File: src/rtl/ntm_dims_pkg.sv
// Word widths, size maxima and signed payload types of the gradient stage
// Imported by every RTL block of the trainer

package ntm_dims_pkg;

  // Word widths
  localparam int DATA_W = 16;          // Streamed input words
  localparam int PROD_W = 2 * DATA_W;  // Full d*x product
  localparam int ACC_W  = 40;          // Matrix gradient sums
  localparam int BIAS_W = 24;          // Bias gradient sums

  // Runtime size maxima
  localparam int MAX_T = 16;
  localparam int MAX_L = 4;
  localparam int MAX_X = 4;
  localparam int MAX_R = 4;            // Heads times word width, flattened

  localparam int SIZE_W = 5;           // Size inputs, 0..MAX_T
  localparam int IDX_W  = 2;           // Row and column indices

  // Bank row stride, widest of the column sizes
  localparam int MAX_XR  = (MAX_X > MAX_R) ? MAX_X : MAX_R;
  localparam int MAX_COL = (MAX_XR > MAX_L) ? MAX_XR : MAX_L;

  typedef logic signed [DATA_W-1:0] data_t;
  typedef logic signed [PROD_W-1:0] prod_t;
  typedef logic signed [ACC_W-1:0]  acc_t;
  typedef logic signed [BIAS_W-1:0] bias_t;

endpackage

File: src/rtl/index_counter.sv
// Row/column walker shared by all phases of a pass
// Loads run it with row_limit of 1, updates and outputs walk a full matrix

`timescale 1ns/1ps

module index_counter
  import ntm_dims_pkg::*;
(
  input  logic              CLK,
  input  logic              RST,
  input  logic              cnt_clear,    // Wins over advance
  input  logic              cnt_advance,
  input  logic [SIZE_W-1:0] row_limit,
  input  logic [SIZE_W-1:0] col_limit,
  output logic [IDX_W-1:0]  row,
  output logic [IDX_W-1:0]  col,
  output logic              first_col,
  output logic              last          // Final index of the walk
);

  logic row_end;
  logic col_end;

  assign col_end   = (SIZE_W'(col) == col_limit - SIZE_W'(1));
  assign row_end   = (SIZE_W'(row) == row_limit - SIZE_W'(1));
  assign first_col = (col == '0);
  assign last      = row_end & col_end;

  always_ff @(posedge CLK or posedge RST) begin
    if (RST) begin
      row <= '0;
      col <= '0;
    end else if (cnt_clear) begin
      row <= '0;
      col <= '0;
    end else if (cnt_advance) begin
      if (col_end) begin
        col <= '0;
        row <= row_end ? '0 : row + 1'b1;  // Wraps to 0 for the next phase
      end else begin
        col <= col + 1'b1;
      end
    end
  end

endmodule

File: config.mk
export PLATFORM = sky130hd
export DESIGN_NAME = index_counter
export DESIGN_NICKNAME = d
export VERILOG_FILES = /design/src/rtl/ntm_dims_pkg.sv /design/src/rtl/index_counter.sv
export SDC_FILE = /design/constraint.sdc
export NUM_CORES = 1
export LEC_CHECK = 0
export ABC_CLOCK_PERIOD_IN_PS = 1800
export CAP_MARGIN = 20
export CORE_AREA = 2 2 39 41
export DETAILED_ROUTE_END_ITERATION = 10
export DIE_AREA = 0 0 41 43
export DONT_BUFFER_PORTS = 1
export GPL_ROUTABILITY_DRIVEN = 0
export GPL_TIMING_DRIVEN = 0
export PLACE_DENSITY_LB_ADDON = 0.3
export SLEW_MARGIN = 40
export SYNTH_ARGS = -nofsm -noshare
export SYNTH_HDL_FRONTEND = slang
export SYNTH_SLANG_ARGS = --single-unit
File: constraint.sdc
create_clock -name CLK -period 1.8 [get_ports CLK]
set_clock_uncertainty 0.2 [all_clocks]
set_input_delay 0.18 -clock CLK [delete_from_list [all_inputs] [get_ports CLK]]
set_output_delay 0.18 -clock CLK [all_outputs]
set_load 0.02 [all_outputs]
==> parameters.txt <==
Parameter                              Value

Timing
  Setup violation total in the final timing report ... 3
  Summed negative setup slack over all endpoints ... -0.651 ns
  Final clock period utilization by the worst path ... 116%
  Clock period minus final worst setup slack ... about 2.1 ns
  Transition time at the pin with the least slew margin ... 0.529 ns
  RSZ-0062 raised after global routing ... true
  Max_slew headroom ... 64.7%
  Setup slack of the critical path after layout ... -0.287 ns
  Final number of max-transition violations ... 0
  Final hold vios ... 0
  Achievable clock frequency ... 479 MHz

Detailed routing
  Total Wirelength ... 908 microns
  Number of search-and-repair iterations in the first detailed-routing pass ... 4
  Count of unresolved DRC violations after routing ... 0
  Ratio of routed vias to standard cells ... 5.23
  1st-iter DRT viols ... 7
  Mean routed wirelength per cell ... ~12 microns
  Post-detailed-route count of antenna-violating nets ... 0
  Number of vias in the routed layout ... about 380

Die
  Vertical die dimension ... approximately 43 microns
  IO Count ... 20
  Cell Rows ... 14
  Die Footprint ... 1760 sq um
  Chip Width ... a little over 40 microns
  Initial standard-cell utilization of the core ... 29.9%
  Area of the core region ... 1380 sq um

CTS
  Number of buffers added by the clock tree synthesis step ... 3
  CTS root buf ... clkbuf_4
  Sink Count ... 4
  Clock transition time at the flip-flop clock pins of the worst setup and hold paths ... 0.04 ns
  H-Tree Level Count ... 1
  Clock latency at the later pin of the worst-skew pair ... 0.24 ns
  CTS tree ... built
  Number of buffers on the longest clock path ... 2

Power
  Final Total Pwr ... between 300 and 400 uW
  Leakage Power ... 0.213 nW
  Cell area power density ... ~570 nW/um^2
  Highest ir drop seen on vdd ... 457 uV

Run status
  Violations in the final reports ... setup timing
  Outcome ... complete, but fails checks

Synthesis
  Post-synth top flop ... dfrtp_1
  Sequential element share of the synthesized area ... ~24%
  Total standard cell area after synthesis ... 414 sq um
  Async set-or-reset flop fraction in the synthesized netlist ... 100%
  Nets in the synthesized netlist ... 66
  Number of synthesized register bits ... 4
  Number of distinct standard cells referenced by the synthesized netlist ... 22
  EDFF count, synth ... 0
  Synthesized area divided by synthesized cell count ... 8.45 sq um
  Cell count after synthesis ... 49
  Yosys warning total ... 0

Worst setup path
  Worst path max stage delay ... around 0.55 ns
  CP Max Fanout ... 4
  Type of destination of the critical path ... primary output
  CP arrival ... 1.71 ns
  Startpoint types ... flop
  Critical-path cell list ... xnor2_1 > or4_4 > nor4_4
  Data required, critical path ... ~1.4 ns
  Master of the slowest instance on the critical path ... or4_4
  Crit Path Class ... flop to primary output

Layout
  Diode insertion count for antenna repair ... 0
  Final #Nets ... 75
  Post-route design area ... ~550 sq um
  Ratio of cells with drive above 1 in the final layout ... 29.8%
  Layout overhead on the synthesized area ... 33.8%

Global routing
  Aggregate global-route resource usage ... about 11%
  Wire length of the first global-routing pass ... 1.35 mm
  Via count of the first global-routing pass ... roughly 350
  Largest net degree at the start of global routing ... 8
  Sum of overflow across all layers after global routing ... 0
  Number of antenna violations at the first check in global routing ... 0

Flow run
  Max-cap violations ... 0

Placement
  Placement Setup Slack ... -0.0715 ns
  Number of buffers inserted by port buffering ... 0
  Placed inst area ... 463 sq um
  Estimated wirelength of the detail-placed design ... 689 microns

Min path
  Worst min-delay path class ... input pin to flop
## worst max-delay path, delay by kind of cell (launching register included)
family / cells / cell delay (ns)
xor gates and xnor gates: 1 / 0.15
and+or+nand+nor: 2 / 0.85
DFF: 1 / 0.46
## cells in the mapped netlist (all sizes together) (2+ instances only)
library cell	number	share of area [%]
nor4	3	4.5
inv	8	7.3
ha	3	9.1
o211ai	2	3.6
nand2	3	2.7
xnor2	4	8.5
xor2	3	6.3
dfrtp	4	24
nor2	3	2.7
a21oi	4	4.8
## layer usage
metal,GRT usage (%),wire length [microns]
met3,7.85,86
met1,13.0,387
met4,2.00,0
met2,17.5,434
met5,0,0
## power breakdown
part	total [mW]	switching [mW]	leakage [nW]	internal [mW]
Combinational	0.0806	0.0430	0.149	0.0376
Clock	0.127	0.0434	0.0150	0.0836
Sequential	0.107	0.0122	0.0499	0.0949
## layout make-up
cell class,count,area (sq um)
timing repair buffer,4,37.5
fill,147,830
multi-input combinational,37,337
sequential,4,104
inverter,8,30.0
clock buffer,4,26.3
tap,16,20.0
## kinds of logic (layout without fill, tap and decap cells)
family                     count (synthesis)  in the layout  synth area share [%]
adders and majority gates                  3              3                  9.06
xor gates and xnor gates                   7              7                  14.8
AOI/OAI and AO/OA                         10             10                  18.4
buffers and inverters                      8             16                  7.25
and+or+nand+nor                           17             17                  26.3
DFF                                        4              4                  24.2
## per-stage QoR
stage,instances,util [%],hold WS (ns)
after global placement,65,33.5,-0.242
after detailed placement,65,33.5,-0.241
after global routing,73,40.1,0.0192
final,73,40.1,0.0000288
after floorplan,49,-,-0.254
after CTS,73,39.0,0.00349
## timing repair
action                                  CTS  global route
hold buffers                              3             0
hold endpoints to repair                  8             0
buffers inserted                          1             0
cloned                                    0             0
pin swaps                                 1             1
resized for setup                         3             3
endpoints found under the setup margin    3             3
## flip-flops by register name, summed over array words and instances, names as in the netlist
register  count
row           2
col           2
## worst paths after layout
path	startpoint	to	cells past startpoint	slack, ns
worst max register to register	row[1]$_DFFE_PP0P_	row[1]$_DFFE_PP0P_	5	-0.19
max in group asynchronous	RST	col[1]$_DFFE_PP0P_	2	1.18
worst max-delay path	row[1]$_DFFE_PP0P_	last	3	-0.29
worst min register to register	col[1]$_DFFE_PP0P_	col[1]$_DFFE_PP0P_	2	0.45
min in group asynchronous	RST	col[0]$_DFFE_PP0P_	2	0.06
worst min-delay path	col_limit[3]	col[0]$_DFFE_PP0P_	2	0.00003
## cell usage in the layout (no fill, tap or decap)
cell type,Yosys,final
nor3b_2,1,1
inv_2,0,1
or2_2,1,1
nor4_4,0,1
dlygate4sd3_1,0,3
nand2b_1,1,1
nand2_1,3,3
ha_4,0,1
a21oi_1,4,4
nand4b_1,1,1
nor4_1,3,2
dfrtp_1,4,1
xnor2_1,4,4
clkbuf_1,0,1
buf_4,0,1
nor2_1,3,3
xor2_1,3,2
ha_1,3,2
o221ai_2,1,1
clkbuf_4,0,3
or2b_1,1,1
or4_4,1,1
o21ai_1,0,1
o211ai_1,2,2
nor3_1,1,1
dfrtp_2,0,3
and4b_1,1,1
inv_1,8,7
xor2_2,0,1
o2111ai_4,0,1
o22ai_2,0,1
Power figures use the tool's default switching activity.
