`src/rtl/ntm_dims_pkg.sv`:
```
// Word widths, size maxima and signed payload types of the gradient stage
// Imported by every RTL block of the trainer

package ntm_dims_pkg;

  // Word widths
  localparam int DATA_W = 16;          // Streamed input words
  localparam int PROD_W = 2 * DATA_W;  // Full d*x product
  localparam int ACC_W  = 40;          // Matrix gradient sums
  localparam int BIAS_W = 24;          // Bias gradient sums

  // Runtime size maxima
  localparam int MAX_T = 16;
  localparam int MAX_L = 4;
  localparam int MAX_X = 4;
  localparam int MAX_R = 4;            // Heads times word width, flattened

  localparam int SIZE_W = 5;           // Size inputs, 0..MAX_T
  localparam int IDX_W  = 2;           // Row and column indices

  // Bank row stride, widest of the column sizes
  localparam int MAX_XR  = (MAX_X > MAX_R) ? MAX_X : MAX_R;
  localparam int MAX_COL = (MAX_XR > MAX_L) ? MAX_XR : MAX_L;

  typedef logic signed [DATA_W-1:0] data_t;
  typedef logic signed [PROD_W-1:0] prod_t;
  typedef logic signed [ACC_W-1:0]  acc_t;
  typedef logic signed [BIAS_W-1:0] bias_t;

endpackage

```
`src/rtl/gradient_bank.sv`:
```
// Gradient accumulator memory, one per gradient matrix or vector
// Cleared at the start of a pass, adds one term per cycle, read registered

`timescale 1ns/1ps

module gradient_bank
  import ntm_dims_pkg::*;
#(
  parameter type pay_t = acc_t,
  parameter int  ROWS  = MAX_L,
  parameter int  COLS  = MAX_COL    // Row stride
) (
  input  logic             CLK,
  input  logic             RST,
  input  logic             bank_clear,
  input  logic             acc_en,
  input  logic [IDX_W-1:0] term_row,
  input  logic [IDX_W-1:0] term_col,
  input  prod_t            term,
  input  logic             rd_en,
  input  logic [IDX_W-1:0] rd_row,
  input  logic [IDX_W-1:0] rd_col,
  output pay_t             rd_data
);

  localparam int DEPTH = ROWS * COLS;
  localparam int AW    = $clog2(DEPTH);

  pay_t          mem [DEPTH];
  logic [AW-1:0] wr_addr;
  logic [AW-1:0] rd_addr;

  // Flat row-major addresses
  assign wr_addr = AW'(int'(term_row) * COLS + int'(term_col));
  assign rd_addr = AW'(int'(rd_row) * COLS + int'(rd_col));

  always_ff @(posedge CLK) begin
    if (bank_clear) begin
      for (int i = 0; i < DEPTH; i++) begin
        mem[i] <= '0;
      end
    end else if (acc_en) begin
      mem[wr_addr] <= mem[wr_addr] + pay_t'(term);  // Sign-extending add
    end
  end

  always_ff @(posedge CLK or posedge RST) begin
    if (RST) begin
      rd_data <= '0;
    end else if (rd_en) begin
      rd_data <= mem[rd_addr];
    end
  end

endmodule

```
`config.mk`:
```
export PLATFORM = sky130hd
export DESIGN_NAME = gradient_bank
export DESIGN_NICKNAME = d
export VERILOG_FILES = /design/src/rtl/ntm_dims_pkg.sv /design/src/rtl/gradient_bank.sv
export SDC_FILE = /design/constraint.sdc
export NUM_CORES = 1
export LEC_CHECK = 0
export BUFFER_PORTS_ARGS = -buffer_cell sky130_fd_sc_hd__clkbuf_2
export CORE_ASPECT_RATIO = 1.5
export CORE_MARGIN = 3
export CORE_UTILIZATION = 50
export CTS_BUF_LIST = sky130_fd_sc_hd__clkbuf_8
export DETAILED_ROUTE_END_ITERATION = 7
export GPL_ROUTABILITY_DRIVEN = 0
export HOLD_SLACK_MARGIN = 0.03
export PLACE_DENSITY = 0.79
export SYNTH_ARGS = -nofsm -noshare
export SYNTH_HDL_FRONTEND = slang
export SYNTH_SLANG_ARGS = --single-unit
export TNS_END_PERCENT = 20
```
`constraint.sdc`:
```
create_clock -name CLK -period 4.25 [get_ports CLK]
set_input_delay 0.425 -clock CLK [delete_from_list [all_inputs] [get_ports CLK]]
set_output_delay 0.425 -clock CLK [all_outputs]
set_load 0.005 [all_outputs]
```
==> results.md <==
* Status: complete, but fails checks
* Violations in the final reports: setup timing
* Cell Int Power at 11.9 mW
* Final period utilization at 1.03
* Starting density of the core at 0.509
* Post-synth EDFFs at 640
* Routed wire length at 108000 um
* CTS buffer count at 93
* Clock power frac at 0.300
* Psw at 4.78 mW
* Vias in the first global route at 25424
* Worst Tran Pin Value at 1110 ps
* Worst-path clk slew at 70 ps
* # rows at 118
* Commonest non-fill, non-tap cell in the layout: nor2_1
* Clk buf depth at 3
* Final Worst Setup Slack at -141 ps
* CTS tree: done
* Critical Path Fanout Max at 8
* IO buf count at 84
* CP arrival at 4790 ps
* Area Overhead vs Synth at 15.7%
* Leakage power at 15.0 nW
* Setup TNS at -4210 ps
* Die area at 74000 um^2
* Hold WS at 449 ps
* Sequential share of the synthesized area at 0.572
* Largest area contributor in the netlist: edfxtp_1
* Final ANT Viol Nets at 0
* DR pass1 iterations at 5
* CORE AREA at 69500 um^2
* Slew margin rel. at 0.260
* CTS root buf: clkbuf_8
* Final slew viol count at 0
* Gr ovfl total at 0
* Power per unit of standard cell area at 407 nW/um^2
* Synth cell types at 64
* Sequential share of power at 0.470
* Routed WL per cell at 30.8 um
* Fin. Hold Viols at 0
* Drt initial violations at 3255
* Commonest non-fill, non-tap cells in the layout: nor2_1 (649), edfxtp_1 (640), mux4_2 (400), buf_4 (202), clkbuf_8 (103)
* Peak VDD IR at 0.000232 V
* FF+latch count, synth at 680
* Yosys top cell area share at 0.543
* First-pass GRT wire length at 159000 um
* Final setup viols at 56
* Comb pwr share at 0.229
* CP startpoint kind: register
* Inst Count DP at 3336
* Worst setup EP type: register
* Type of the worst setup path: register to register
* CTS sink cnt at 680
* Worst Path Required at 4650 ps
* Ys async rst share at 0.0588
* Detailed placement HPWL at 63700 um
* Clock Latency Late Sink at 710 ps
* Worst Skew at 28.8 ps
* Largest net degree at the start of global routing at 69
* Ys flop type: edfxtp_1
* Tmin final at 4390 ps
* Hold WC Path Type: primary input to asynchronous set/reset pin
* Synth top area cells: edfxtp_1 (54%), mux4_2 (25%), nor2_1 (6.9%)
* RSZ-0062 raised after global routing: true
* Vias at 23820
* GRT Overall Usage at 0.292
* Syn nets at 2402
* Post-synthesis cell count at 2317
* Synth Cell Area at 35400 um^2
* Max Cap Violations at 0
* # IOs at 85
* Syn avg cell area at 15.3 um^2
* H-tree depth at 3
* Yosys warns at 0
* Final non-filler cell total at 3521
* Die height at 332 um
* Via density at 6.77
* Share of cells above drive strength 1 at 0.383
* Die width at 223 um
* Max Fclk at 228 MHz
* Sw Share at 0.287
* Initial antenna violation count at 3
* NumNets Final at 2629
* # DRC at 0
==> critical path, cell delays in order (launching register included) <==
cell and delay [ps]:
edfxtp_1 400, mux4_2 490, mux4_2 530, ha_4 200, fa_2 390, a211oi_4 320
nor4b_4 80, a31oi_1 200, buf_4 170, a211oi_2 70, nor3_2 180, buf_4 190
o31ai_4 110, a31oi_4 250, xor2_4 260, clkbuf_16 200, nor2_1 40
==> sequential cells by signal, indices dropped and copies added, names as in the netlist <==
name / cells
rd_data: 40
mem: 640
==> Yosys cell counts (5+ instances only) <==
| cell | n |
|---|---|
| dfrtp_1 | 40 |
| xnor2_1 | 17 |
| a31oi_1 | 7 |
| nand4_1 | 8 |
| o21a_1 | 7 |
| a21oi_1 | 36 |
| edfxtp_1 | 640 |
| xnor2_2 | 5 |
| a21o_1 | 11 |
| nor2_2 | 9 |
| a211oi_1 | 5 |
| ha_1 | 39 |
| clkbuf_1 | 152 |
| nand3_1 | 10 |
| inv_1 | 9 |
| xor2_1 | 14 |
| o21ai_0 | 19 |
| o21bai_1 | 11 |
| buf_2 | 14 |
| nand2_1 | 49 |
| nor2_1 | 655 |
| buf_1 | 41 |
| mux2_2 | 40 |
| nand2b_1 | 17 |
| mux4_2 | 400 |
==> repair_timing <==
| action | CTS | global route |
|---|---|---|
| hold buffers | 1 | 0 |
| resized for setup | 10 | 38 |
| setup endpoints to repair | 161 | 206 |
| buffers inserted | 3 | 6 |
| pin swaps | 4 | 18 |
| endpoints found under the hold margin | 40 | 0 |
| gates cloned | 0 | 3 |
==> metrics by stage <==
step	utilization	total power [mW]	setup slack (ps)	instance area (um^2)
5_1_grt	0.589	17.2	-215	40900
6_report	0.589	16.7	-141	40900
3_3_place_gp	0.557	11.4	-683	38700
3_5_place_dp	0.557	11.5	-756	38700
4_1_cts	0.585	16.5	-104	40700
2_1_floorplan	-	10.1	-262	35600
==> kinds of logic (layout without fill, tap and decap cells) <==
family	Yosys count	count (layout)	share of synthesized area
other	0	1	0
multiplexers	441	441	0.268
XOR/XNOR	38	38	0.0109
AO/OA/AOI/OAI	128	128	0.0246
buffers and inverters	220	523	0.0244
adder cells (fa/ha/maj)	40	40	0.0144
AND/OR/NAND/NOR	770	770	0.0866
flip-flops	680	680	0.572
==> metal layers <==
layer  track usage  up-vias  routed length [um]
li1              -     9442                   -
met1         0.340    11875               32200
met2         0.491     1976               54500
met3        0.0622      523               13700
met4         0.190        4                8110
met5             0        -                  25
==> cell type report <==
| cell class | count | area [um^2] |
|---|---|---|
| Timing Repair Buffer | 343 | 3080 |
| Antenna cell | 1 | 2.50 |
| Multi-Input combinational cell | 1417 | 14700 |
| Sequential cell | 680 | 20200 |
| Clock inverter | 68 | 408 |
| Tap cell | 900 | 1130 |
| Clock buffer | 103 | 1420 |
| Inverter | 9 | 33.8 |
| Fill cell | 4901 | 28600 |
==> path summary, 6_finish.rpt <==
kind | startpoint | end | slack [ps] | depth (start not counted)
setup / recovery | mem[12][0] | mem[7][36] | -140 | 16
hold / removal | RST | rd_data[10] | 450 | 4
setup reg to reg | mem[12][0] | mem[7][36] | -140 | 16
hold reg to reg | rd_data[24] | rd_data[24] | 510 | 1
max in group asynchronous | RST | rd_data[17] | 3290 | 4
min in group CLK | term[0] | mem[12][0] | 460 | 4
==> power by group through the flow <==
stage	clock network, mW	registers [mW]	logic (mW)
final	5.00	7.84	3.82
after global routing	5.31	7.87	4.02
after CTS	5.02	7.83	3.64
after detailed placement	0	7.98	3.56
after global placement	0	7.93	3.48
after floorplan	0	7.92	2.13
No activity file was read; power rests on OpenSTA's default activity.
