$ cat src/rtl/ntm_dims_pkg.sv
// Word widths, size maxima and signed payload types of the gradient stage
// Imported by every RTL block of the trainer

package ntm_dims_pkg;

  // Word widths
  localparam int DATA_W = 16;          // Streamed input words
  localparam int PROD_W = 2 * DATA_W;  // Full d*x product
  localparam int ACC_W  = 40;          // Matrix gradient sums
  localparam int BIAS_W = 24;          // Bias gradient sums

  // Runtime size maxima
  localparam int MAX_T = 16;
  localparam int MAX_L = 4;
  localparam int MAX_X = 4;
  localparam int MAX_R = 4;            // Heads times word width, flattened

  localparam int SIZE_W = 5;           // Size inputs, 0..MAX_T
  localparam int IDX_W  = 2;           // Row and column indices

  // Bank row stride, widest of the column sizes
  localparam int MAX_XR  = (MAX_X > MAX_R) ? MAX_X : MAX_R;
  localparam int MAX_COL = (MAX_XR > MAX_L) ? MAX_XR : MAX_L;

  typedef logic signed [DATA_W-1:0] data_t;
  typedef logic signed [PROD_W-1:0] prod_t;
  typedef logic signed [ACC_W-1:0]  acc_t;
  typedef logic signed [BIAS_W-1:0] bias_t;

endpackage

$ cat src/rtl/trainer_ctrl_pkg.sv
// Controller encodings of the trainer
// State codes of the pass FSM and the select codes it hands to the datapath

package trainer_ctrl_pkg;

  typedef enum logic [3:0] {
    IDLE,
    LOAD_D,     // d(t), L words
    LOAD_X,     // x(t), X words
    LOAD_R,     // r(t), R words
    LOAD_H,     // h(t), L words
    UPD_W,      // L*X terms
    UPD_K,      // L*R terms
    UPD_U,      // L*L terms, skipped at t=0
    UPD_B,      // L terms
    OUT_W,
    OUT_K,
    OUT_U,
    OUT_B,
    FINISH      // Last B word on the ports
  } state_t;

  // Operand multiplied by d(row)
  typedef enum logic [1:0] {OP_X, OP_R, OP_HPREV, OP_ONE} opsel_t;

  // Step buffer written during a load
  typedef enum logic [1:0] {LD_D, LD_X, LD_R, LD_H} ldsel_t;

endpackage

$ cat src/rtl/trainer_fsm.sv
// Pass controller of the gradient stage
// Latches sizes at START, orders load, update and output phases per step,
// and drives counter, datapath, bank strobes and the output framing

`timescale 1ns/1ps

module trainer_fsm
  import ntm_dims_pkg::*;
  import trainer_ctrl_pkg::*;
(
  input  logic              CLK,
  input  logic              RST,
  input  logic              START,
  input  logic [SIZE_W-1:0] SIZE_T_IN,
  input  logic [SIZE_W-1:0] SIZE_L_IN,
  input  logic [SIZE_W-1:0] SIZE_X_IN,
  input  logic [SIZE_W-1:0] SIZE_R_IN,
  input  logic              D_IN_ENABLE,
  input  logic              X_IN_ENABLE,
  input  logic              R_IN_ENABLE,
  input  logic              H_IN_ENABLE,
  // Counter
  input  logic [IDX_W-1:0]  row,
  input  logic [IDX_W-1:0]  col,
  input  logic              first_col,
  input  logic              last,
  output logic              cnt_clear,
  output logic              cnt_advance,
  output logic [SIZE_W-1:0] row_limit,
  output logic [SIZE_W-1:0] col_limit,
  // Datapath
  output ldsel_t            load_sel,
  output logic              load_we,
  output opsel_t            opsel,
  output logic              mul_en,
  output logic              shift_h,
  // Banks, bit 0 W, 1 K, 2 U, 3 B
  output logic              bank_clear,
  output logic [3:0]        acc_sel,      // Aligned with term_valid
  output logic [3:0]        rd_en,
  output logic [IDX_W-1:0]  rd_row,
  output logic [IDX_W-1:0]  rd_col,
  // Output framing, one cycle behind the read request
  output logic              W_OUT_L_ENABLE,
  output logic              W_OUT_X_ENABLE,
  output logic              K_OUT_L_ENABLE,
  output logic              K_OUT_K_ENABLE,
  output logic              U_OUT_L_ENABLE,
  output logic              U_OUT_P_ENABLE,
  output logic              B_OUT_ENABLE,
  output logic              READY
);

  state_t            state;
  state_t            state_nxt;
  logic [SIZE_W-1:0] t_len, l_len, x_len, r_len;  // Latched sizes
  logic [SIZE_W-1:0] step;                        // Current t
  logic              phase_done;
  logic              final_step;

  assign phase_done = cnt_advance & last;
  assign final_step = (step == t_len - SIZE_W'(1));

  assign cnt_clear   = (state == IDLE);
  assign bank_clear  = (state == IDLE) & START;
  assign shift_h     = (state == UPD_B) & last;   // h -> h_prev at end of step
  assign rd_en       = {state == OUT_B, state == OUT_U, state == OUT_K, state == OUT_W};
  assign rd_row      = row;
  assign rd_col      = col;
  assign cnt_advance = load_we | mul_en | (|rd_en);

  //////////////////////////////////////////////////////////////////////
  // Phase decode
  //////////////////////////////////////////////////////////////////////

  always_comb begin
    load_sel  = LD_D;
    load_we   = 1'b0;
    opsel     = OP_ONE;
    mul_en    = 1'b0;
    row_limit = SIZE_W'(1);  // Loads walk a single row
    col_limit = l_len;
    case (state)
      LOAD_D: load_we = D_IN_ENABLE;
      LOAD_X: begin
        load_sel  = LD_X;
        load_we   = X_IN_ENABLE;
        col_limit = x_len;
      end
      LOAD_R: begin
        load_sel  = LD_R;
        load_we   = R_IN_ENABLE;
        col_limit = r_len;
      end
      LOAD_H: begin
        load_sel = LD_H;
        load_we  = H_IN_ENABLE;
      end
      UPD_W, OUT_W: begin
        row_limit = l_len;
        col_limit = x_len;
        opsel     = OP_X;
        mul_en    = (state == UPD_W);
      end
      UPD_K, OUT_K: begin
        row_limit = l_len;
        col_limit = r_len;
        opsel     = OP_R;
        mul_en    = (state == UPD_K);
      end
      UPD_U, OUT_U: begin
        row_limit = l_len;
        opsel     = OP_HPREV;
        mul_en    = (state == UPD_U);
      end
      UPD_B, OUT_B: begin
        row_limit = l_len;
        col_limit = SIZE_W'(1);
        mul_en    = (state == UPD_B);  // d passes straight through
      end
      default: ;
    endcase
  end

  always_comb begin
    state_nxt = state;
    case (state)
      IDLE:   if (START) state_nxt = LOAD_D;
      LOAD_D: if (phase_done) state_nxt = LOAD_X;
      LOAD_X: if (phase_done) state_nxt = LOAD_R;
      LOAD_R: if (phase_done) state_nxt = LOAD_H;
      LOAD_H: if (phase_done) state_nxt = UPD_W;
      UPD_W:  if (phase_done) state_nxt = UPD_K;
      UPD_K:  if (phase_done) state_nxt = (step == '0) ? UPD_B : UPD_U;  // No h(-1)
      UPD_U:  if (phase_done) state_nxt = UPD_B;
      UPD_B:  if (phase_done) state_nxt = final_step ? OUT_W : LOAD_D;
      OUT_W:  if (phase_done) state_nxt = OUT_K;
      OUT_K:  if (phase_done) state_nxt = OUT_U;
      OUT_U:  if (phase_done) state_nxt = OUT_B;
      OUT_B:  if (phase_done) state_nxt = FINISH;
      default: state_nxt = IDLE;  // FINISH included
    endcase
  end

  //////////////////////////////////////////////////////////////////////
  // State, sizes and step count
  //////////////////////////////////////////////////////////////////////

  always_ff @(posedge CLK or posedge RST) begin
    if (RST) begin
      state <= IDLE;
      step  <= '0;
      t_len <= '0;
      l_len <= '0;
      x_len <= '0;
      r_len <= '0;
    end else begin
      state <= state_nxt;
      if (bank_clear) begin  // START seen in IDLE
        t_len <= SIZE_T_IN;
        l_len <= SIZE_L_IN;
        x_len <= SIZE_X_IN;
        r_len <= SIZE_R_IN;
        step  <= '0;
      end else if (shift_h && !final_step) begin
        step <= step + 1'b1;
      end
    end
  end

  // Bank select and framing, one cycle late
  always_ff @(posedge CLK or posedge RST) begin
    if (RST) begin
      acc_sel        <= '0;
      W_OUT_L_ENABLE <= 1'b0;
      W_OUT_X_ENABLE <= 1'b0;
      K_OUT_L_ENABLE <= 1'b0;
      K_OUT_K_ENABLE <= 1'b0;
      U_OUT_L_ENABLE <= 1'b0;
      U_OUT_P_ENABLE <= 1'b0;
      B_OUT_ENABLE   <= 1'b0;
      READY          <= 1'b0;
    end else begin
      acc_sel        <= {state == UPD_B, state == UPD_U, state == UPD_K, state == UPD_W};
      W_OUT_X_ENABLE <= rd_en[0];
      W_OUT_L_ENABLE <= rd_en[0] & first_col;  // Row start
      K_OUT_K_ENABLE <= rd_en[1];
      K_OUT_L_ENABLE <= rd_en[1] & first_col;
      U_OUT_P_ENABLE <= rd_en[2];
      U_OUT_L_ENABLE <= rd_en[2] & first_col;
      B_OUT_ENABLE   <= rd_en[3];
      READY          <= (state == FINISH);     // Cycle after last B word
    end
  end

endmodule

$ cat config.mk
export PLATFORM = sky130hd
export DESIGN_NAME = trainer_fsm
export DESIGN_NICKNAME = d
export VERILOG_FILES = /design/src/rtl/ntm_dims_pkg.sv /design/src/rtl/trainer_ctrl_pkg.sv /design/src/rtl/trainer_fsm.sv
export SDC_FILE = /design/constraint.sdc
export NUM_CORES = 1
export LEC_CHECK = 0
export ABC_AREA = 1
export BUFFER_PORTS_ARGS = -buffer_cell sky130_fd_sc_hd__buf_2
export CAP_MARGIN = 20
export CORE_UTILIZATION = 44
export CTS_CLUSTER_DIAMETER = 80
export DETAILED_ROUTE_END_ITERATION = 8
export GPL_ROUTABILITY_DRIVEN = 0
export PLACE_DENSITY = 0.77
export SLEW_MARGIN = 20
export SYNTH_ARGS = -nofsm -noshare
export SYNTH_HDL_FRONTEND = slang
export SYNTH_SLANG_ARGS = --single-unit
$ cat constraint.sdc
create_clock -name CLK -period 1.6 [get_ports CLK]
set_input_delay 0.32 -clock CLK [delete_from_list [all_inputs] [get_ports CLK]]
set_output_delay 0.32 -clock CLK [all_outputs]
set_load 0.03 [all_outputs]
==> metrics.csv <==
stage;metric;value;unit
setup_path;Worst R2R Start;state[1];
global_routing;GRT Total Usage;0.3312;
floorplan;die area;5435;um^2
status;outcome;finished with violations;
logic_synthesis;Post-synth top cells;nand2_1 (96), dfrtp_1 (41), inv_1 (32);
logic_synthesis;Async SR Flop Fraction;1.000;
global_routing;first-pass GRT wire length;13000;um
logic_synthesis;Post-Syn Instances;291;
clocking;CTS clk-pin slew, worst paths;0.08;ns
clocking;clock buffer depth;2;
logic_synthesis;Synth area leaders;dfrtp_1 (45%), nand2_1 (16%), nand3_1 (5.5%);
timing;Fin. Hold Viols;0;
route;ANT nets after route;0;
layout;share of post-route cells with drive strength above 1;0.6134;
logic_synthesis;Synth area leader;dfrtp_1;
setup_path;CP Launch Type;register;
setup_path;CP endpoint kind;output port;
clocking;CTS Buf Count;5;
logic_synthesis;Cell Area, Synth;2263;um^2
layout;fill count;244;
setup_path;Worst Setup Path Type;reg -> out;
setup_path;Crit path arrival time;1.86;ns
setup_path;worst-path fanout max;5;
timing;Period minus WS final;2.176;ns
layout;ant diodes;0;
clocking;clock root cell;clkbuf_8;
worst_hold_path;min-delay worst type;in -> async;
layout;fin cells;486;
timing;Max Clock Freq;459.5;MHz
clocking;CTS tree;built;
route;drt drc;0;
logic_synthesis;commonest register cell after synthesis;dfrtp_1;
global_routing;largest net degree at the start of global routing;42;
logic_synthesis;count of different cell masters after synthesis;29;
logic_synthesis;most instantiated library cell after synthesis;nand2_1;
setup_path;Worst R2R End;state[0];
logic_synthesis;Mapped Nets;327;
route;Vias per Instance;5.430;
timing;Setup-failing EPs final;53;
layout;Final nets;455;
logic_synthesis;Seq/Total Area, Yosys;0.4533;
placement;Buffers on Ports;64;
setup_path;critical path data required time;1.28;ns
route;DRT iter0 DRCs;195;
job;max_cap viols;0;
layout;area delta synth->final;78.61;%
logic_synthesis;top cell type's share of synthesized area;0.4533;
timing;Final WS setup;-0.5763;ns
timing;Max Slew Vio Count;0;
route;via count;2639;
setup_path;CP endpoint;col_limit[0];
pwr;maximum VDD drop;0.001323;V
pwr;total chip power;9.314;mW
global_routing;initial antenna violation count;0;
route;wire per inst;19.03;um
route;final wirelength;9249;um
logic_synthesis;Yosys warnings;0;
floorplan;Die Height;73.72;um
pwr;LEAKAGE;2.165;nW
floorplan;Die W;73.72;um
setup_path;Worst R2R Path Depth;11;
status;failing checks;negative setup slack;
setup_path;R2R setup slack;-0.26;ns
global_routing;total grt overflow;0;
timing;final hold slack;0.1328;ns
timing;final setup skew;0.01083;ns
pwr;PD cells;2304;nW/um^2
clocking;H-tree levels;2;
floorplan;Initial Utilization;0.4668;
placement;hpwl dp;4275;um
clocking;Worst-Skew Late Latency;0.31;ns
timing;worst relative slew slack;0.6375;
timing;Tcrit/Tclk final;1.360;
route;TritonRoute pass-1 iters;4;
timing;Slew @ Worst Pin;0.5437;ns
global_routing;vias in the first global route;2676;
floorplan;Core ar.;4848;um^2
logic_synthesis;Seq cells post-synth;41;
logic_synthesis;number of synthesized flops with an enable pin;0;
setup_path;crit path from;state[2];
logic_synthesis;mean area per synthesized cell;7.778;um^2
clocking;# clock sinks;41;
timing;RSZ-0062 raised after global routing;yes;
placement;pre-CTS worst setup slack;-0.2649;ns
floorplan;Rows;25;
timing;total negative slack;-13.24;ns
placement;placed cells;451;
floorplan;total I/O pin count;73;
-- repair_timing --
action | in CTS | in global routing
endpoints found under the setup margin | 42 | 53
cloned | 6 | 0
pin swaps | 38 | 15
hold buffers | 0 | 0
setup buffers | 21 | 4
resized for setup | 130 | 59
-- metal layers --
layer	share of wire	up-vias	GRT usage	wire, um
met4	0.064	0	0.2009	588
met1	0.36	1266	0.3748	3302
met3	0.068	46	0.05761	625
met2	0.51	168	0.5790	4733
met5	0	-	0	0
li1	-	1159	-	-
-- sequential cells by signal, summed over array words and instances, names as in the netlist --
signal,count
t_len,5
W_OUT_L_ENABLE,1
x_len,5
K_OUT_K_ENABLE,1
U_OUT_P_ENABLE,1
step,5
READY,1
K_OUT_L_ENABLE,1
B_OUT_ENABLE,1
U_OUT_L_ENABLE,1
acc_sel,4
l_len,5
W_OUT_X_ENABLE,1
r_len,5
state,4
-- metrics by stage --
stage          utilization  cell area (um^2)
2_1_floorplan            -              2402
3_3_place_gp        0.6240              3025
3_5_place_dp        0.6240              3025
4_1_cts             0.7910              3835
5_1_grt             0.8338              4043
6_report            0.8338              4043
-- worst min path at each step --
stage | end | slack (ns) | from | cells after the start
6_report | W_OUT_L_ENABLE | 0.13 | RST | 3
5_1_grt | K_OUT_K_ENABLE | 0.19 | RST | 3
4_1_cts | W_OUT_X_ENABLE | 0.16 | RST | 3
3_5_place_dp | K_OUT_L_ENABLE | 0.47 | RST | 3
3_3_place_gp | x_len[1] | 0.46 | x_len[1] | 2
2_1_floorplan | r_len[0] | 0.43 | SIZE_R_IN[0] | 2
-- logic make-up (layout without fill, tap and decap cells) --
kind of cell,Yosys count,in the layout,synth area share
buf+inv,46,174,0.09840
flops,41,41,0.4533
simple gates,177,177,0.3643
fa+ha+maj,3,3,0.01659
xor+xnor,4,4,0.01548
compound gates,20,20,0.05196
-- area by class of cell --
class | count | area [um^2] | area share
Multi-Input combinational cell | 204 | 1486 | 0.3677
Sequential cell | 41 | 1031 | 0.2550
Inverter | 37 | 152.6 | 0.03776
Tap cell | 67 | 83.83 | 0.02074
Timing Repair Buffer | 130 | 1185 | 0.2931
Clock buffer | 5 | 68.82 | 0.01702
Clock inverter | 2 | 35.03 | 0.008666
-- worst max-delay path: stages (launching register included) --
cell and delay (ns):
dfrtp_2 0.48, inv_2 0.09, nand2_2 0.11, nor2_4 0.05, nor2_4 0.12, nand2_4 0.06
nor3_4 0.29, nand2_1 0.12, nand3_2 0.09, buf_6 0.13
-- power by group --
| part | internal [mW] | total, mW | leakage (nW) | switching (mW) |
|---|---|---|---|---|
| Clock | 0.454 | 0.843 | 0.0540 | 0.389 |
| Sequential | 1.37 | 1.73 | 0.530 | 0.356 |
| Combinational | 3.00 | 6.74 | 1.58 | 3.75 |
-- layout by cell type, fill, tap and decap left out, drive strengths merged --
cell | netlist | final
nand3 | 26 | 26
a211oi | 1 | 1
o21ai | 16 | 16
buf | 7 | 130
ha | 3 | 3
nand2 | 106 | 106
nor3 | 5 | 5
nor2 | 31 | 31
clkinv | 2 | 3
bufinv | 0 | 1
inv | 35 | 35
nand4 | 8 | 8
xor2 | 3 | 3
or2 | 1 | 1
dfrtp | 41 | 41
clkbuf | 2 | 5
a21oi | 3 | 3
xnor2 | 1 | 1
(Power assumes the default switching activity.)
