File: src/rtl/ntm_dims_pkg.sv
// Word widths, size maxima and signed payload types of the gradient stage
// Imported by every RTL block of the trainer

package ntm_dims_pkg;

  // Word widths
  localparam int DATA_W = 16;          // Streamed input words
  localparam int PROD_W = 2 * DATA_W;  // Full d*x product
  localparam int ACC_W  = 40;          // Matrix gradient sums
  localparam int BIAS_W = 24;          // Bias gradient sums

  // Runtime size maxima
  localparam int MAX_T = 16;
  localparam int MAX_L = 4;
  localparam int MAX_X = 4;
  localparam int MAX_R = 4;            // Heads times word width, flattened

  localparam int SIZE_W = 5;           // Size inputs, 0..MAX_T
  localparam int IDX_W  = 2;           // Row and column indices

  // Bank row stride, widest of the column sizes
  localparam int MAX_XR  = (MAX_X > MAX_R) ? MAX_X : MAX_R;
  localparam int MAX_COL = (MAX_XR > MAX_L) ? MAX_XR : MAX_L;

  typedef logic signed [DATA_W-1:0] data_t;
  typedef logic signed [PROD_W-1:0] prod_t;
  typedef logic signed [ACC_W-1:0]  acc_t;
  typedef logic signed [BIAS_W-1:0] bias_t;

endpackage

File: src/rtl/trainer_ctrl_pkg.sv
// Controller encodings of the trainer
// State codes of the pass FSM and the select codes it hands to the datapath

package trainer_ctrl_pkg;

  typedef enum logic [3:0] {
    IDLE,
    LOAD_D,     // d(t), L words
    LOAD_X,     // x(t), X words
    LOAD_R,     // r(t), R words
    LOAD_H,     // h(t), L words
    UPD_W,      // L*X terms
    UPD_K,      // L*R terms
    UPD_U,      // L*L terms, skipped at t=0
    UPD_B,      // L terms
    OUT_W,
    OUT_K,
    OUT_U,
    OUT_B,
    FINISH      // Last B word on the ports
  } state_t;

  // Operand multiplied by d(row)
  typedef enum logic [1:0] {OP_X, OP_R, OP_HPREV, OP_ONE} opsel_t;

  // Step buffer written during a load
  typedef enum logic [1:0] {LD_D, LD_X, LD_R, LD_H} ldsel_t;

endpackage

File: src/rtl/step_datapath.sv
// Per-step vector buffers and product stage
// Holds d, x, r, h and the previous h, forms d(row) times the selected
// operand and registers it with its indices for the banks

`timescale 1ns/1ps

module step_datapath
  import ntm_dims_pkg::*;
  import trainer_ctrl_pkg::*;
(
  input  logic             CLK,
  input  logic             RST,
  input  data_t            D_IN,
  input  data_t            X_IN,
  input  data_t            R_IN,
  input  data_t            H_IN,
  input  ldsel_t           load_sel,
  input  logic             load_we,
  input  opsel_t           opsel,
  input  logic             mul_en,
  input  logic             shift_h,
  input  logic [IDX_W-1:0] row,
  input  logic [IDX_W-1:0] col,
  output prod_t            term,
  output logic [IDX_W-1:0] term_row,
  output logic [IDX_W-1:0] term_col,
  output logic             term_valid
);

  data_t d_buf  [MAX_L];
  data_t x_buf  [MAX_X];
  data_t r_buf  [MAX_R];
  data_t h_buf  [MAX_L];
  data_t h_prev [MAX_L];  // h(t-1), valid from t=1
  data_t operand;
  prod_t product;

  //////////////////////////////////////////////////////////////////////
  // Step buffers
  //////////////////////////////////////////////////////////////////////

  always_ff @(posedge CLK) begin
    if (load_we) begin
      case (load_sel)      // Word index comes from the shared counter
        LD_D:    d_buf[col] <= D_IN;
        LD_X:    x_buf[col] <= X_IN;
        LD_R:    r_buf[col] <= R_IN;
        default: h_buf[col] <= H_IN;
      endcase
    end
    if (shift_h) begin
      h_prev <= h_buf;     // Last UPD_B cycle, after dU used the old copy
    end
  end

  //////////////////////////////////////////////////////////////////////
  // Operand select and product register
  //////////////////////////////////////////////////////////////////////

  always_comb begin
    case (opsel)
      OP_X:     operand = x_buf[col];
      OP_R:     operand = r_buf[col];
      OP_HPREV: operand = h_prev[col];
      default:  operand = '0;  // Unused for bias
    endcase
  end

  // Bias takes d(row) alone, sign-extended
  assign product = (opsel == OP_ONE) ? prod_t'(d_buf[row])
                                     : prod_t'(d_buf[row]) * prod_t'(operand);

  always_ff @(posedge CLK or posedge RST) begin
    if (RST) begin
      term_valid <= 1'b0;
    end else begin
      term_valid <= mul_en;
    end
  end

  always_ff @(posedge CLK) begin
    if (mul_en) begin
      term     <= product;
      term_row <= row;
      term_col <= col;
    end
  end

endmodule

File: config.mk
export PLATFORM = sky130hd
export DESIGN_NAME = step_datapath
export DESIGN_NICKNAME = d
export VERILOG_FILES = /design/src/rtl/ntm_dims_pkg.sv /design/src/rtl/trainer_ctrl_pkg.sv /design/src/rtl/step_datapath.sv
export SDC_FILE = /design/constraint.sdc
export NUM_CORES = 1
export LEC_CHECK = 0
export BUFFER_PORTS_ARGS = -buffer_cell sky130_fd_sc_hd__clkbuf_2
export CORE_ASPECT_RATIO = 0.6
export CORE_UTILIZATION = 57
export DETAILED_ROUTE_END_ITERATION = 6
export PLACE_DENSITY = 0.89
export SLEW_MARGIN = 20
export SYNTH_ARGS = -nofsm -noshare
export SYNTH_HDL_FRONTEND = slang
export SYNTH_SLANG_ARGS = --single-unit
File: constraint.sdc
create_clock -name CLK -period 5.9 [get_ports CLK]
set_input_delay 0.295 -clock CLK [delete_from_list [all_inputs] [get_ports CLK]]
set_output_delay 0.295 -clock CLK [all_outputs]
set_load 0.01 [all_outputs]
==> impl_metrics.tcl, run 1 <==
set metrics [dict create \
    mostFrequentLayoutCells "edfxtp_1, inv_1, fa_1, buf_4, nor2_1" \
    n_fill_cell 2315 \
    vias 16200 \
    synth-async-reset-ratio_pct 0.280 \
    synth_nets 2136 \
    dp_hpwl_um 44100 \
    die-area_um2 41400 \
    grt_pass1_wl_um 99600 \
    crit_path_frequent_cell "fa_1" \
    synth_top_area_share_pct 46.2 \
    ys_warn_count 0 \
    worst_path_largest_cell_delay_ps 560 \
    cts_made_buffers 34 \
    critPathRequiredTime_ps 6210 \
    port_buffers 113 \
    coreArea_um2 39500 \
    fin_ws_ps -1210 \
    status "finished, violations left" \
    path_buf_inv 5 \
    holdCritPathClass "input pin to flop" \
    clock-sinks 357 \
    die_y_um 158 \
    crit_path_start_kind "flop" \
    drtIter0Drc 2032 \
    yosys.area.top_type "edfxtp_1" \
    clockBufferDepth 3 \
    die_x_um 262 \
    crit_family "adder cells" \
    synthCells 1715 \
    setup_viol 22 \
    clkTransAtPathRegs_ps 60 \
    rsz0062_at_grt "true" \
    grt_max_degree 65 \
    syn_to_final_growth_pct 26.6 \
    crit_type "flop to flop" \
    ioPinCount 114 \
    initial_core_util_pct 58.5 \
    synth_ff_type "edfxtp_1" \
    fin_crit_sh_pct 120 \
    first_global_vias 17300 \
    crit_chain "mux4_2 > mux2i_2 > o2bb2ai_4 > buf_12 > nand2_1 > fa_2 > inv_1 > fa_1 > fa_1 > fa_1 > fa_1 > inv_1 > fa_1 > inv_1 > ha_4 > nand2_2 > nor4_4 > a211oi_2 > o31a_1 > buf_6 > and3_4 > o2111a_1 > a211o_1" \
    arrival_ps 7410 \
    failed_checks "setup timing" \
    endpoint_kind "flop" \
    yosysSeqAreaShare_pct 46.3 \
    via_per_inst 5.99 \
    crit_slowest_cell "fa_2" \
    drive_above_1_share_pct 31.9 \
    cp_max_fo 9 \
    cts-root-buf "clkbuf_16" \
    hold_viol 0 \
    gp_congestion 1.00 \
    tightest_slew_ps 1110 \
    fin_nets 2582 \
    synth_area_um2 23100 \
    fp-row-count 56 \
    finalCriticalPeriod_ps 7110 \
    wire_per_inst_um 25.1 \
    final-max-slew-violation-count 0 \
    syn_area_per_cell_um2 13.5 \
    synth_edf_count 356 \
    final_common_cell "edfxtp_1" \
    htree_levels 2 \
    ant_nets 0 \
    antenna_found_initial 1 \
    routed_wirelength_um 68000 \
    remaining_drc_errors 0 \
    ys_seq_elements 357 \
    synth_cell_type_count 69 \
    final_util_pct 74.1 \
    grtUsageTotal_pct 33.1 \
    gr-total-overflow 0 \
    fin_skew_ps 24.7 \
    cts_tree "built" \
    synth.area.top_cells "edfxtp_1, fa_1, mux4_2" \
    fmax_mhz 141 \
    insertion_delay_ps 560 \
    ff2ff_setup_slack_ps -1210 \
    drv_cap 0 \
    slew_headroom_pct 26.1 \
    firstDrtPassIters 6 \
]
## synth_stat cells, types with 6 or more instances
master,n
nor2_1,160
o21a_1,11
edfxtp_1,356
nand2_1,119
mux4_2,50
clkbuf_1,13
and2_1,12
xnor2_1,14
inv_1,296
ha_1,81
nand3_1,6
o21ai_0,29
buf_2,21
mux2_2,14
xor2_1,7
buf_4,16
nor3_1,9
a21oi_1,26
a21oi_4,6
a211oi_1,7
fa_1,263
nand2b_1,31
o211ai_1,6
a21o_1,9
mux2i_1,33
or2_2,8
o21ai_1,14
nor2b_1,24
## stage by stage
step	worst slack [ps]	hold WS (ps)	TNS, ps	cells	area (µm²)
after global placement	-1320	109	-23430	2533	26400
after CTS	-818	12.1	-13410	2687	28800
final	-1210	28.3	-17490	2709	29300
after detailed placement	-1590	118	-26470	2533	26400
after floorplan	-551	23.7	-6880	1715	23300
after global routing	-1340	7.00	-22220	2709	29300
## repair_timing
action,in CTS,in global routing
cloned,0,0
endpoints found under the setup margin,23,24
resized for setup,102,77
hold buffers,60,1
pin swaps,65,50
hold endpoints to repair,237,1
setup buffers,34,20
## path summary, 6_finish.rpt
check | depth (start not counted) | from | to
setup / recovery | 23 | x_buf[0][12] | term[28]
hold / removal | 1 | D_IN[11] | d_buf[0][11]
setup reg to reg | 23 | x_buf[0][12] | term[28]
hold reg to reg | 0 | h_buf[48] | h_prev[48]
max in group asynchronous | 3 | RST | term_valid
min in group asynchronous | 3 | RST | term_valid
## sequential cells by signal, indices dropped and copies added, names as in the netlist
register    count
term_col        2
d_buf          64
x_buf          64
r_buf          64
h_buf          64
h_prev         64
term_valid      1
term_row        2
term           32
## cell type report
| class | instances | area [µm²] | area share [%] |
|---|---|---|---|
| multi-input cells | 1005 | 11800 | 40.3 |
| flip-flops and latches | 357 | 10700 | 36.6 |
| repair buffers | 467 | 3880 | 13.2 |
| inverters | 296 | 1110 | 3.80 |
| clock buffers | 39 | 870 | 2.97 |
| well taps | 522 | 653 | 2.23 |
| clock inverters | 22 | 258 | 0.880 |
| diodes | 1 | 2.50 | 0.00855 |
## cells by family (layout without fill, tap and decap cells)
family / after synthesis / count (layout) / share of synthesized area, %
adders and majority gates: 344 / 344 / 27.2
other: 0 / 1 / 0
muxes: 97 / 97 / 6.98
DFF: 357 / 357 / 46.3
xor gates and xnor gates: 22 / 22 / 0.893
and+or+nand+nor: 388 / 388 / 7.58
buffers and inverters: 353 / 824 / 6.23
AOI/OAI and AO/OA: 154 / 154 / 4.82
## per-layer routing
| metal | up-vias | track usage, % | routed length, µm |
|---|---|---|---|
| met5 | - | 0 | 0 |
| met3 | 322 | 9.13 | 8320 |
| met1 | 8072 | 42.9 | 24600 |
| met4 | 0 | 14.5 | 3720 |
| li1 | 6629 | - | - |
| met2 | 1215 | 52.7 | 31300 |
Power of run 1 is left out: the tool's default activity adds up to more than one toggle a clock period on the data nets, which glitch-free logic cannot reach.
==> run 2, diff against run 1 <==
Settings changed: PLACE_DENSITY 0.89 to 0.78.
==> impl_metrics.tcl, run 2 (synthesis results as in run 1) <==
set metrics [dict create \
    status "finished, violations left" \
    failed_checks "setup timing" \
    clockBufferDepth 3 \
    r2r-end "term[21]" \
    grt_pass1_wl_um 91800 \
    antenna_found_initial 0 \
    whs_path_depth 1 \
    fin_ws_ps -913 \
    clkTransAtPathRegs_ps 70 \
    final-max-slew-violation-count 0 \
    tightest_slew_ps 1090 \
    hold_viol 0 \
    die_x_um 262 \
    grt_max_degree 65 \
    mostFrequentLayoutCells "edfxtp_1, inv_1, fa_1, buf_4, nor2_1" \
    gr-total-overflow 0 \
    crit_family "adder cells" \
    fin_crit_sh_pct 115 \
    dp_hpwl_um 42100 \
    drtIter0Drc 1573 \
    first_global_vias 16500 \
    crit_type "flop to flop" \
    htree_levels 2 \
    drv_cap 0 \
    fp-row-count 56 \
    fmax_mhz 147 \
    wire_per_inst_um 22.3 \
    cts_made_buffers 34 \
    arrival_ps 7120 \
    insertion_delay_ps 550 \
    rr_worst_depth 25 \
    slew_headroom_pct 27.2 \
    critPathRequiredTime_ps 6200 \
    cts-root-buf "clkbuf_16" \
    grt_use_met1_pct 42.3 \
    firstDrtPassIters 5 \
    routed_wirelength_um 60200 \
    hold_end "d_buf[3][9]" \
    rsz0062_at_grt "true" \
    ant_nets 0 \
    clock-sinks 357 \
    grtUsageMet2_pct 47.5 \
    endpoint_kind "flop" \
    crit_slowest_cell "fa_1" \
    remaining_drc_errors 0 \
    coreArea_um2 39500 \
    port_buffers 113 \
    gp_congestion 0.977 \
    crit_path_frequent_cell "fa_1" \
    vias 15500 \
    drive_above_1_share_pct 32.0 \
    ioPinCount 114 \
    fin_skew_ps 21.9 \
    syn_to_final_growth_pct 26.2 \
    path_buf_inv 6 \
    ff2ff_setup_slack_ps -910 \
    grt.busiest_layer "met2" \
    initial_core_util_pct 58.5 \
    setup_viol 22 \
    die-area_um2 41400 \
    grtUsageMet3_pct 7.44 \
    cts_tree "built" \
    tns_ps -15050 \
    die_y_um 158 \
    min_from "D_IN[9]" \
    via_per_inst 5.74 \
    fin_nets 2567 \
    cp_max_fo 6 \
    grtUsageTotal_pct 30.1 \
    holdCritPathClass "input pin to flop" \
    crit_path_start_kind "flop" \
    final_common_cell "edfxtp_1" \
    r2r_start "x_buf[3][3]" \
    finalCriticalPeriod_ps 6810 \
    worst_path_largest_cell_delay_ps 540 \
]
-- run 2: routing by layer --
layer,routed length (µm),vias to the layer above
li1,-,6602
met3,6210,127
met5,0,-
met1,24200,7938
met2,28300,790
met4,1530,0
-- run 2: what timing repair did --
action	in CTS	in global routing
gates cloned	1	1
buffers inserted	12	16
endpoints found under the setup margin	23	24
hold buffers	59	1
gates resized for setup	108	80
pin swaps	49	50
endpoints found under the hold margin	232	4
-- run 2: metrics by stage --
stage | instance area [µm²] | instances | hold slack [ps] | util [%] | setup slack (ps)
3_5_place_dp | 26400 | 2543 | 114 | 66.8 | -1330
6_report | 29200 | 2694 | 13.4 | 73.8 | -913
2_1_floorplan | 23300 | 1715 | 23.7 | - | -551
4_1_cts | 28700 | 2675 | 1.48 | 72.6 | -793
5_1_grt | 29200 | 2693 | 15.2 | 73.8 | -1010
3_3_place_gp | 26400 | 2543 | 110 | 66.8 | -1250
-- run 2: area by class of cell --
type / instances / area (µm²)
inverters: 296 / 1110
clock buffers: 39 / 870
flip-flops and latches: 357 / 10700
clock inverters: 22 / 260
repair buffers: 452 / 3690
diodes: 1 / 2.50
well taps: 522 / 653
multi-input cells: 1005 / 11900
fillers: 2373 / 10300
-- run 2: worst register-to-register path: stages (launching register included) --
cell and delay (ps):
edfxtp_1 390, mux4_2 510, mux2i_4 210, nor2_4 70, a21oi_4 180, buf_12 150, buf_2 190, nor2_1 80
fa_1 540, inv_1 50, fa_2 540, fa_2 440, fa_1 490, inv_1 60, fa_1 470, inv_1 50
fa_1 490, inv_2 50, ha_4 230, and2_1 180, and2_4 200, o211ai_4 110, a21o_1 210, a21oi_2 80
or3b_1 360, a31o_1 220
-- run 2: worst max path at each step --
stage	startpoint	end	cells after the start
floorplan	col[0]	term[28]	25
global placement	col[0]	term[28]	21
detailed placement	col[0]	term[28]	21
CTS	r_buf[3][2]	term[28]	23
global route	col[0]	term[28]	23
finish	x_buf[3][3]	term[21]	25
Power of run 2 is left out for the same reason.
==> run 3, diff against run 2 <==
Settings changed: ABC_AREA from default to 1, CORE_ASPECT_RATIO 0.6 to default.
==> impl_metrics.tcl, run 3 <==
set metrics [dict create \
    yosys.area.top_type "edfxtp_1" \
    synth_area_um2 24100 \
    drv_cap 0 \
    routed_wirelength_um 70900 \
    gr-total-overflow 0 \
    yosysSeqAreaShare_pct 44.5 \
    cp_max_fo 5 \
    dp_hpwl_um 45400 \
    synth-async-reset-ratio_pct 0.280 \
    fmax_mhz 164 \
    rsz0062_at_grt "true" \
    fin_crit_sh_pct 103 \
    grt_pass1_wl_um 105000 \
    initial_core_util_pct 58.4 \
    mostFrequentLayoutCells "nand2_1, inv_1, edfxtp_1, fa_1, buf_4" \
    setup_viol 21 \
    clock-sinks 357 \
    first_global_vias 19900 \
    arrival_ps 6380 \
    clockBufferDepth 3 \
    final_common_cell "nand2_1" \
    clkTransAtPathRegs_ps 70 \
    crit_slowest_cell "fa_2" \
    holdCritPathClass "input pin to asynchronous set/reset pin" \
    grtUsageTotal_pct 31.6 \
    dp_cells 3131 \
    synth_common_cells "nand2_1, inv_1, edfxtp_1, fa_1, nand3_1" \
    syn_area_per_cell_um2 10.3 \
    ant_nets 0 \
    crit_path_start_kind "flop" \
    synth_nets 2763 \
    register_area_um2 10700 \
    antenna_found_initial 2 \
    drive_above_1_share_pct 28.1 \
    synth_cell_type_count 33 \
    cts-root-buf "clkbuf_16" \
    port_buffers 113 \
    insertion_delay_ps 600 \
    synth_ff_type "edfxtp_1" \
    tns_ps -2950 \
    hold_viol 0 \
    remaining_drc_errors 9 \
    vias 19000 \
    yosysMostFrequentCell "nand2_1" \
    failed_checks "DRC, setup timing" \
    critPathRequiredTime_ps 6190 \
    worst_path_largest_cell_delay_ps 600 \
    ys_warn_count 0 \
    via_per_inst 5.72 \
    grt_max_degree 65 \
    tightest_slew_ps 1090 \
    fp-row-count 74 \
    finalCriticalPeriod_ps 6080 \
    synthCells 2342 \
    synth_top_area_share_pct 44.4 \
    fin_nets 3190 \
    die_x_um 208 \
    layoutNonFillerInstCount 3327 \
    crit_path_frequent_cell "fa_1" \
    htree_levels 2 \
    crit_type "flop to flop" \
    multi_input_area_um2 12400 \
    cts_tree "built" \
    coreArea_um2 41200 \
    fin_skew_ps 37.5 \
    slew_headroom_pct 27.2 \
    final-max-slew-violation-count 0 \
    wire_per_inst_um 21.3 \
    fin_ws_ps -185 \
    die_y_um 208 \
    synth_edf_count 356 \
    endpoint_kind "flop" \
    ioPinCount 114 \
    cts_made_buffers 37 \
    die-area_um2 43100 \
    synth.area.top_cells "edfxtp_1, fa_1, nand2_1" \
    status "finished, violations left" \
    gp_congestion 0.973 \
    syn_to_final_growth_pct 27.9 \
    ys_seq_elements 357 \
    firstDrtPassIters 7 \
    drtIter0Drc 2171 \
    n_fill_cell 2448 \
    place_ws_ps -844 \
    n_antenna_cell 0 \
]
run 3: through the flow:
stage,util (%),hold WS (ps),instance area (µm²)
3_3_place_gp,64.9,110,26800
2_1_floorplan,-,23.7,24100
4_1_cts,71.9,69.8,29600
5_1_grt,74.7,98.8,30800
6_report,74.7,91.3,30800
3_5_place_dp,64.9,112,26800
run 3: worst paths after layout:
path	slack (ps)	to	cells after the start	startpoint
setup / recovery	-180	term[22]	25	h_prev[52]
hold / removal	90	term_valid	3	RST
setup reg to reg	-180	term[22]	25	h_prev[52]
hold reg to reg	400	h_prev[31]	0	h_buf[31]
max in group asynchronous	5720	term_valid	3	RST
min in group CLK	240	term_row[1]	2	row[1]
run 3: kinds of logic after synthesis:
family	count (synthesis)	synth area share, %
DFF	357	44.5
AOI/OAI and AO/OA	111	2.98
adders and majority gates	344	26.1
xor gates and xnor gates	12	0.436
buffers and inverters	602	10.1
and+or+nand+nor	916	15.9
run 3: layer usage:
metal / GRT usage [%] / wire length, µm / up-vias
met5: 0 / 21 / -
li1: - / - / 8173
met3: 5.10 / 7210 / 303
met2: 53.6 / 35000 / 1309
met4: 13.7 / 3680 / 4
met1: 40.4 / 24900 / 9234
run 3: layout make-up:
class	instances	area share (%)
repair buffers	464	12.5
flip-flops and latches	357	34.8
well taps	532	2.16
inverters	526	6.51
clock inverters	23	0.861
clock buffers	42	3.07
multi-input cells	1383	40.1
run 3: what timing repair did:
item                       4_1_cts  5_1_grt
hold buffers                    66        0
hold endpoints to repair       258        0
cloned                           1        2
setup endpoints to repair       21       23
pin swaps                       83      161
setup buffers                   30       32
gates resized for setup        184      251
run 3: critical path: cells and delay by family (launching register included):
| family | cells | cell delay [ps] |
|---|---|---|
| AOI/OAI and AO/OA | 1 | 240 |
| adders and majority gates | 7 | 3330 |
| buffers and inverters | 5 | 450 |
| DFF | 1 | 380 |
| and+or+nand+nor | 12 | 1380 |
Power of run 3 is left out for the same reason.
